--- src/rtl/pe_pkg.sv ---
/* Sizes, pipeline latencies and shared stream types
   of the processing engine: user word, pixel and weight
   beats, the sum grid and the stored output beat. */
package pe_pkg;

  localparam int ROWS                = 2;
  localparam int COLS                = 3;
  localparam int WORD_WIDTH          = 8;
  localparam int WORD_WIDTH_ACC      = 24;
  localparam int LATENCY_MULTIPLIER  = 2;
  localparam int LATENCY_ACCUMULATOR = 1;
  localparam int TAG_WIDTH           = 4;

  typedef logic signed [WORD_WIDTH-1:0]     word_t;
  typedef logic signed [WORD_WIDTH_ACC-1:0] acc_t;

  typedef struct packed {
    logic                 is_first;     // opens a run.
    logic                 is_cin_last;  // closes a run.
    logic [TAG_WIDTH-1:0] tag;
  } tuser_st;

  typedef word_t [ROWS-1:0] pixels_t;
  typedef word_t [COLS-1:0] weights_t;

  // indexed [col][row], like the element grid.
  typedef acc_t [COLS-1:0][ROWS-1:0] acc_grid_t;

  typedef struct packed {
    acc_grid_t data;
    tuser_st   user;
    logic      last;
  } out_beat_st;

endpackage
--- src/rtl/proc_engine.sv ---
/* Processing engine top: accumulator control, a COLS x ROWS
   grid of multiply-accumulate elements and the output skid
   buffer, all advancing on one enable. */
module proc_engine (
  input  logic              clk,
  input  logic              i_arst_n,

  output logic              o_s_ready,
  input  logic              i_s_valid,
  input  logic              i_s_last,
  input  pe_pkg::pixels_t   i_s_pixels,
  input  pe_pkg::weights_t  i_s_weights,
  input  pe_pkg::tuser_st   i_s_user,

  input  logic              i_m_ready,
  output logic              o_m_valid,
  output logic              o_m_last,
  output pe_pkg::acc_grid_t o_m_data,
  output pe_pkg::tuser_st   o_m_user
);
  import pe_pkg::*;

  logic            en;
  logic [COLS-1:0] bypass;
  logic [COLS-1:0] clken_acc;
  logic            res_valid;
  logic            res_last;
  tuser_st         res_user;
  acc_grid_t       sum_grid;
  out_beat_st      res_beat;
  out_beat_st      out_beat;

  assign o_s_ready = en;  // input taken whenever the pipe moves.

  acc_control u_acc_control (
    .clk         (clk),
    .i_arst_n    (i_arst_n),
    .i_en        (en),
    .i_valid     (i_s_valid),
    .i_last      (i_s_last),
    .i_user      (i_s_user),
    .o_bypass    (bypass),
    .o_clken_acc (clken_acc),
    .o_valid     (res_valid),
    .o_last      (res_last),
    .o_user      (res_user)
  );

  for (genvar c = 0; c < COLS; c++) begin : g_col
    for (genvar r = 0; r < ROWS; r++) begin : g_row
      proc_element u_pe (
        .clk         (clk),
        .i_arst_n    (i_arst_n),
        .i_en        (en),
        .i_pixel     (i_s_pixels[r]),
        .i_weight    (i_s_weights[c]),
        .i_bypass    (bypass[c]),
        .i_clken_acc (clken_acc[c]),
        .o_sum       (sum_grid[c][r])
      );
    end
  end

  assign res_beat = '{data: sum_grid, user: res_user, last: res_last};

  // ready of the skid buffer is the enable of every stage.
  skid_buffer u_skid_buffer (
    .clk       (clk),
    .i_arst_n  (i_arst_n),
    .o_s_ready (en),
    .i_s_valid (res_valid),
    .i_s_beat  (res_beat),
    .i_m_ready (i_m_ready),
    .o_m_valid (o_m_valid),
    .o_m_beat  (out_beat)
  );

  assign o_m_data = out_beat.data;
  assign o_m_user = out_beat.user;
  assign o_m_last = out_beat.last;

endmodule

--- src/rtl/skid_buffer.sv ---
/* Two-entry valid/ready register stage: an output
   register plus one spare, with a registered ready. */
module skid_buffer (
  input  logic               clk,
  input  logic               i_arst_n,
  output logic               o_s_ready,
  input  logic               i_s_valid,
  input  pe_pkg::out_beat_st i_s_beat,
  input  logic               i_m_ready,
  output logic               o_m_valid,
  output pe_pkg::out_beat_st o_m_beat
);
  import pe_pkg::*;

  logic       spare_valid;
  out_beat_st spare_q;
  logic       m_free;

  assign m_free    = ~o_m_valid | i_m_ready;  // output register can take a beat.
  assign o_s_ready = ~spare_valid;

  always_ff @(posedge clk or negedge i_arst_n) begin
    if (!i_arst_n) begin
      o_m_valid   <= 1'b0;
      spare_valid <= 1'b0;
    end else if (m_free) begin
      o_m_valid   <= spare_valid | i_s_valid;
      spare_valid <= 1'b0;  // spare drains first.
    end else if (i_s_valid && o_s_ready) begin
      spare_valid <= 1'b1;  // stalled, park the beat.
    end
  end

  always_ff @(posedge clk) begin
    if (m_free) begin
      if (spare_valid) begin
        o_m_beat <= spare_q;
      end else begin
        o_m_beat <= i_s_beat;
      end
    end else if (i_s_valid && o_s_ready) begin
      spare_q <= i_s_beat;
    end
  end

endmodule

--- src/rtl/acc_control.sv ---
/* Accumulator control: carries valid, last and user
   alongside the multiplier and accumulator stages and
   derives per-column bypass and accumulate enables. */
module acc_control (
  input  logic                    clk,
  input  logic                    i_arst_n,
  input  logic                    i_en,
  input  logic                    i_valid,
  input  logic                    i_last,
  input  pe_pkg::tuser_st         i_user,
  output logic [pe_pkg::COLS-1:0] o_bypass,
  output logic [pe_pkg::COLS-1:0] o_clken_acc,
  output logic                    o_valid,
  output logic                    o_last,
  output pe_pkg::tuser_st         o_user
);
  import pe_pkg::*;

  logic [$bits(tuser_st)+1:0] mul_word;
  logic [$bits(tuser_st)+1:0] res_word;
  logic                       mul_valid;
  logic                       mul_last;
  tuser_st                    mul_user;
  logic                       res_valid_next;

  n_delay #(
    .N     (LATENCY_MULTIPLIER),
    .WIDTH ($bits(tuser_st) + 2)
  ) u_mul_delay (
    .clk      (clk),
    .i_arst_n (i_arst_n),
    .i_clken  (i_en),
    .i_data   ({i_valid, i_last, i_user}),
    .o_data   (mul_word)
  );

  assign {mul_valid, mul_last, mul_user} = mul_word;

  // all columns start and step together here.
  assign o_bypass    = {COLS{mul_user.is_first}};
  assign o_clken_acc = {COLS{i_en & mul_valid}};

  assign res_valid_next = mul_valid & mul_user.is_cin_last;  // only closing beats.

  n_delay #(
    .N     (LATENCY_ACCUMULATOR),
    .WIDTH ($bits(tuser_st) + 2)
  ) u_acc_delay (
    .clk      (clk),
    .i_arst_n (i_arst_n),
    .i_clken  (i_en),
    .i_data   ({res_valid_next, mul_last, mul_user}),
    .o_data   (res_word)
  );

  assign {o_valid, o_last, o_user} = res_word;

endmodule

--- src/rtl/proc_element.sv ---
/* Multiply-accumulate element: pipelined signed
   multiplier followed by a loadable accumulator. */
module proc_element (
  input  logic          clk,
  input  logic          i_arst_n,
  input  logic          i_en,
  input  pe_pkg::word_t i_pixel,
  input  pe_pkg::word_t i_weight,
  input  logic          i_bypass,
  input  logic          i_clken_acc,
  output pe_pkg::acc_t  o_sum
);
  import pe_pkg::*;

  logic signed [2*WORD_WIDTH-1:0] mul_q [LATENCY_MULTIPLIER];
  acc_t                           product;

  // multiplier pipeline, stalls with the whole engine.
  always_ff @(posedge clk) begin
    if (i_en) begin
      mul_q[0] <= i_pixel * i_weight;
      for (int i = 1; i < LATENCY_MULTIPLIER; i++) begin
        mul_q[i] <= mul_q[i-1];
      end
    end
  end

  assign product = acc_t'(mul_q[LATENCY_MULTIPLIER-1]);  // sign extended.

  always_ff @(posedge clk or negedge i_arst_n) begin
    if (!i_arst_n) begin
      o_sum <= '0;
    end else if (i_clken_acc) begin
      if (i_bypass) begin
        o_sum <= product;  // first beat of a run.
      end else begin
        o_sum <= o_sum + product;
      end
    end
  end

endmodule

--- src/rtl/n_delay.sv ---
/* Clock-enabled delay line of N registers,
   cleared by reset. */
module n_delay #(
  parameter int N     = 1,
  parameter int WIDTH = 8
) (
  input  logic             clk,
  input  logic             i_arst_n,
  input  logic             i_clken,
  input  logic [WIDTH-1:0] i_data,
  output logic [WIDTH-1:0] o_data
);

  logic [N-1:0][WIDTH-1:0] stage_q;

  always_ff @(posedge clk or negedge i_arst_n) begin
    if (!i_arst_n) begin
      stage_q <= '0;
    end else if (i_clken) begin
      stage_q[0] <= i_data;
      for (int i = 1; i < N; i++) begin
        stage_q[i] <= stage_q[i-1];
      end
    end
  end

  assign o_data = stage_q[N-1];  // oldest stage.

endmodule

--- config.mk ---
export PLATFORM = sky130hd
export DESIGN_NAME = proc_engine
export DESIGN_NICKNAME = d
export VERILOG_FILES = /design/src/rtl/pe_pkg.sv /design/src/rtl/proc_engine.sv /design/src/rtl/skid_buffer.sv /design/src/rtl/acc_control.sv /design/src/rtl/proc_element.sv /design/src/rtl/n_delay.sv
export SDC_FILE = /design/constraint.sdc
export NUM_CORES = 2
export LEC_CHECK = 0
export BUFFER_PORTS_ARGS = -buffer_cell sky130_fd_sc_hd__buf_2
export CORE_UTILIZATION = 41
export CTS_CLUSTER_SIZE = 20
export DETAILED_ROUTE_END_ITERATION = 8
export GPL_TIMING_DRIVEN = 0
export SLEW_MARGIN = 20
export SYNTH_ARGS = -nofsm -noshare
export SYNTH_HDL_FRONTEND = slang
export SYNTH_SLANG_ARGS = --single-unit
--- constraint.sdc ---
create_clock -name clk -period 16.4 [get_ports clk]
set_clock_uncertainty 0.05 [all_clocks]
set_input_delay 4.92 -clock clk [delete_from_list [all_inputs] [get_ports clk]]
set_output_delay 4.92 -clock clk [all_outputs]
set_load 0.02 [all_outputs]
==> results.cfg <==
[worst_setup_path]
endpoint_kind = register
critical_path.top_delay_family = adder cells
cp.required_ps = 16640
crit_type = input port to register
cpMaxStageDelayCell = xnor2_1
path_buf_inv = 5
crit_top_cell = fa_1
crit_fanout = 10
slowest_delay_ps = 740
crit_chain = buf_2, clkbuf_1, nand2_1, fa_1, fa_1, inv_1, fa_1, inv_1, fa_1, inv_1, ha_1, o21ai_0, a21boi_0, o21ai_0, a21boi_0, o21a_1, o21ai_0, nand2b_1, a21oi_1, xnor2_1
cp.arrival_ps = 10550
worstSetupStartpointType = input port

[synth]
ys_types = 73
avgSynthCellArea_sq_um = 11.35
ys_ff_latch = 664
synth_edf_count = 494
ys_warn_count = 0
synthTopCellsByArea = edfxtp_1, fa_1, dfrtp_1
yosys-top-cells-count = inv_1, edfxtp_1, fa_1
yosysSeqAreaShare_pct = 42.46
synth.net_count = 4661
yosysMostFrequentCell = inv_1
synth_top_area_share_pct = 33.00
synth_area_sq_um = 44950
syn_inst = 3962
ys.flop_type = edfxtp_1
synth_top_cell_by_area = edfxtp_1
synthArstFlopShare_pct = 25.60

[cts]
cts_resized = 0
post_cts.repair.setup_buffers = 0
cts-root-buf = clkbuf_16
cts.reportedPaths.clkPinSlew_ps = 60
h-tree-depth = 3
cts.sinks = 664
cts_inserted_buffers = 73
insertion_delay_ps = 620
cts_hold_buf = 0
clock_path_buffers = 3
cts_tree = done

[flow_run]
drv_cap = 0

[sta]
tightest_slew_ps = 1191
rsz0062_at_grt = false
slew_violations = 0
timing.hold.ws_ps = 359.3
fin_crit_ps = 10310
period_share_pct = 62.84
setup-violations-final = 0
fmax_ghz = 0.09704
finalHoldViolCount = 0
maxSlewHeadroom_pct = 20.59

[die]
die_h_microns = 333.1
coreArea_sq_um = 108900
std_cell_rows = 121
initial_utilization_pct = 41.30
io-pin-count = 204
die_area_sq_um = 111000
die_w_microns = 333.1

[grt]
grt_pass1_vias = 29520
track_usage_pct = 20.32
antenna_found_initial = 15
grt_max_degree = 112
gr-total-overflow = 0
grt_pass1_wl_mm = 174.2

[pwr]
peakVddDrop_mv = 0.1288
powerDensity_nw_per_um2 = 210.7
p_leak_uw = 0.02188
finalPower_uw = 10630

[placed_design]
finalWeightedCongestion = 0.9221
portBuffers = 203
dpl.hpwl_mm = 86.50

[routing]
drtPass1Iterations = 7
drt_iter0_markers = 1822
viasPerCell = 5.155
drc = 0
antenna_left = 0
wl_per_cell_microns = 19.42
drt_wl_total_mm = 111.5
vias = 29590

[finish]
nFillCells = 9962
nNetsFinal = 4964
syn2layout_area_growth_pct = 12.24
drive_gt1_share_pct = 12.42
regArea_sq_um = 19090
multiInputGateArea_sq_um = 23360

[status]
status = finished clean

[hold_path]
min_path_type = register to register
## flip-flops by register name, summed over array words and instances, names as in the netlist
signal and cells:
g_col.g_row.u_pe.o_sum 144, u_acc_control.u_mul_delay.stage_q 8, g_col.g_row.u_pe.mul_q 192, u_skid_buffer.spare_valid 1
u_skid_buffer.o_m_beat 151, u_skid_buffer.spare_q 151, u_skid_buffer.o_m_valid 1, u_acc_control.u_mul_delay.o_data 8
u_acc_control.u_acc_delay.o_data 8
## kinds of logic after synthesis
group                    after synthesis  synth area share (%)
flip-flops                           664                 42.46
buffers and inverters                672                 5.611
adder cells (fa/ha/maj)              648                 23.65
multiplexers                         195                 4.823
AND/OR/NAND/NOR                      909                 10.01
AO/OA/AOI/OAI                        674                 9.549
XOR/XNOR                             200                 3.897
## path summary, 6_finish.rpt
kind	from	endpoint	slack, ps	cells past startpoint
min in group asynchronous	i_arst_n	g_col[2].g_row[0].u_pe.o_sum[17]	4170	1
worst min-delay path	g_col[2].g_row[1].u_pe.mul_q[0][4]	g_col[2].g_row[1].u_pe.mul_q[0][20]	360	0
max in group asynchronous	i_arst_n	g_col[0].g_row[1].u_pe.o_sum[15]	11060	3
worst max-delay path	i_s_weights[13]	g_col[1].g_row[0].u_pe.mul_q[0][14]	6090	20
worst min register to register	g_col[2].g_row[1].u_pe.mul_q[0][4]	g_col[2].g_row[1].u_pe.mul_q[0][20]	360	0
worst max register to register	u_skid_buffer.spare_valid	g_col[0].g_row[0].u_pe.o_sum[7]	12570	8
## where the power goes
part | total [uW] | internal [uW] | switching (uW) | leakage (uW)
Combinational | 5730 | 2390 | 3330 | 0.0137
Sequential | 3290 | 2780 | 512 | 0.00702
Clock | 1610 | 932 | 680 | 0.00115
Total | 10600 | 6100 | 4530 | 0.0219
## final cells by class
| type | instances | area share, % |
|---|---|---|
| Inverter | 533 | 3.980 |
| Sequential cell | 664 | 37.83 |
| Buffer | 139 | 1.034 |
| Clock inverter | 35 | 0.7117 |
| Antenna cell | 3 | 0.01488 |
| Timing Repair Buffer | 228 | 2.666 |
| Multi-Input combinational cell | 2626 | 46.29 |
| Tap cell | 1414 | 3.506 |
| Clock buffer | 98 | 3.968 |
## metal layers
metal	vias to the layer above	GRT usage (%)	share of wire, %
met5	-	0	0.071
met4	14	5.020	2.1
met3	147	3.512	6.0
met2	740	32.42	46
met1	14660	28.67	46
li1	14020	-	-
## stage by stage
step	utilization, %	setup TNS [ps]	worst slack, ps	instances	cell area (sq um)
5_1_grt	46.35	0	5907	5738	50450
3_3_place_gp	43.86	-1388250	-9217	5579	47750
6_report	46.35	0	6095	5740	50460
4_1_cts	46.35	0	6389	5737	50450
3_5_place_dp	44.18	0	5743	5604	48090
2_1_floorplan	-	-250890	-1662	3962	44960
## cells in the final DEF (no fill, tap or decap), drive strengths merged, types with 9 or more instances in the layout
master and count:
clkinv 24, nand2 254, edfxtp 494, nor3 37
mux2 173, inv 537, a31oi 18, and3 11
nor2 210, a221o 20, and2 254, ha 312
nand2b 41, a21boi 18, o21bai 19, nand3 15
a21o 66, clkbuf 225, a21oi 183, fa 336
o21ai 191, buf 240, o21a 45, mux2i 22
dfrtp 170, xnor2 147, nor2b 52, o22a 10
o31ai 9, xor2 53, a211oi 19, o211ai 26
Power figures use the tool's default switching activity.
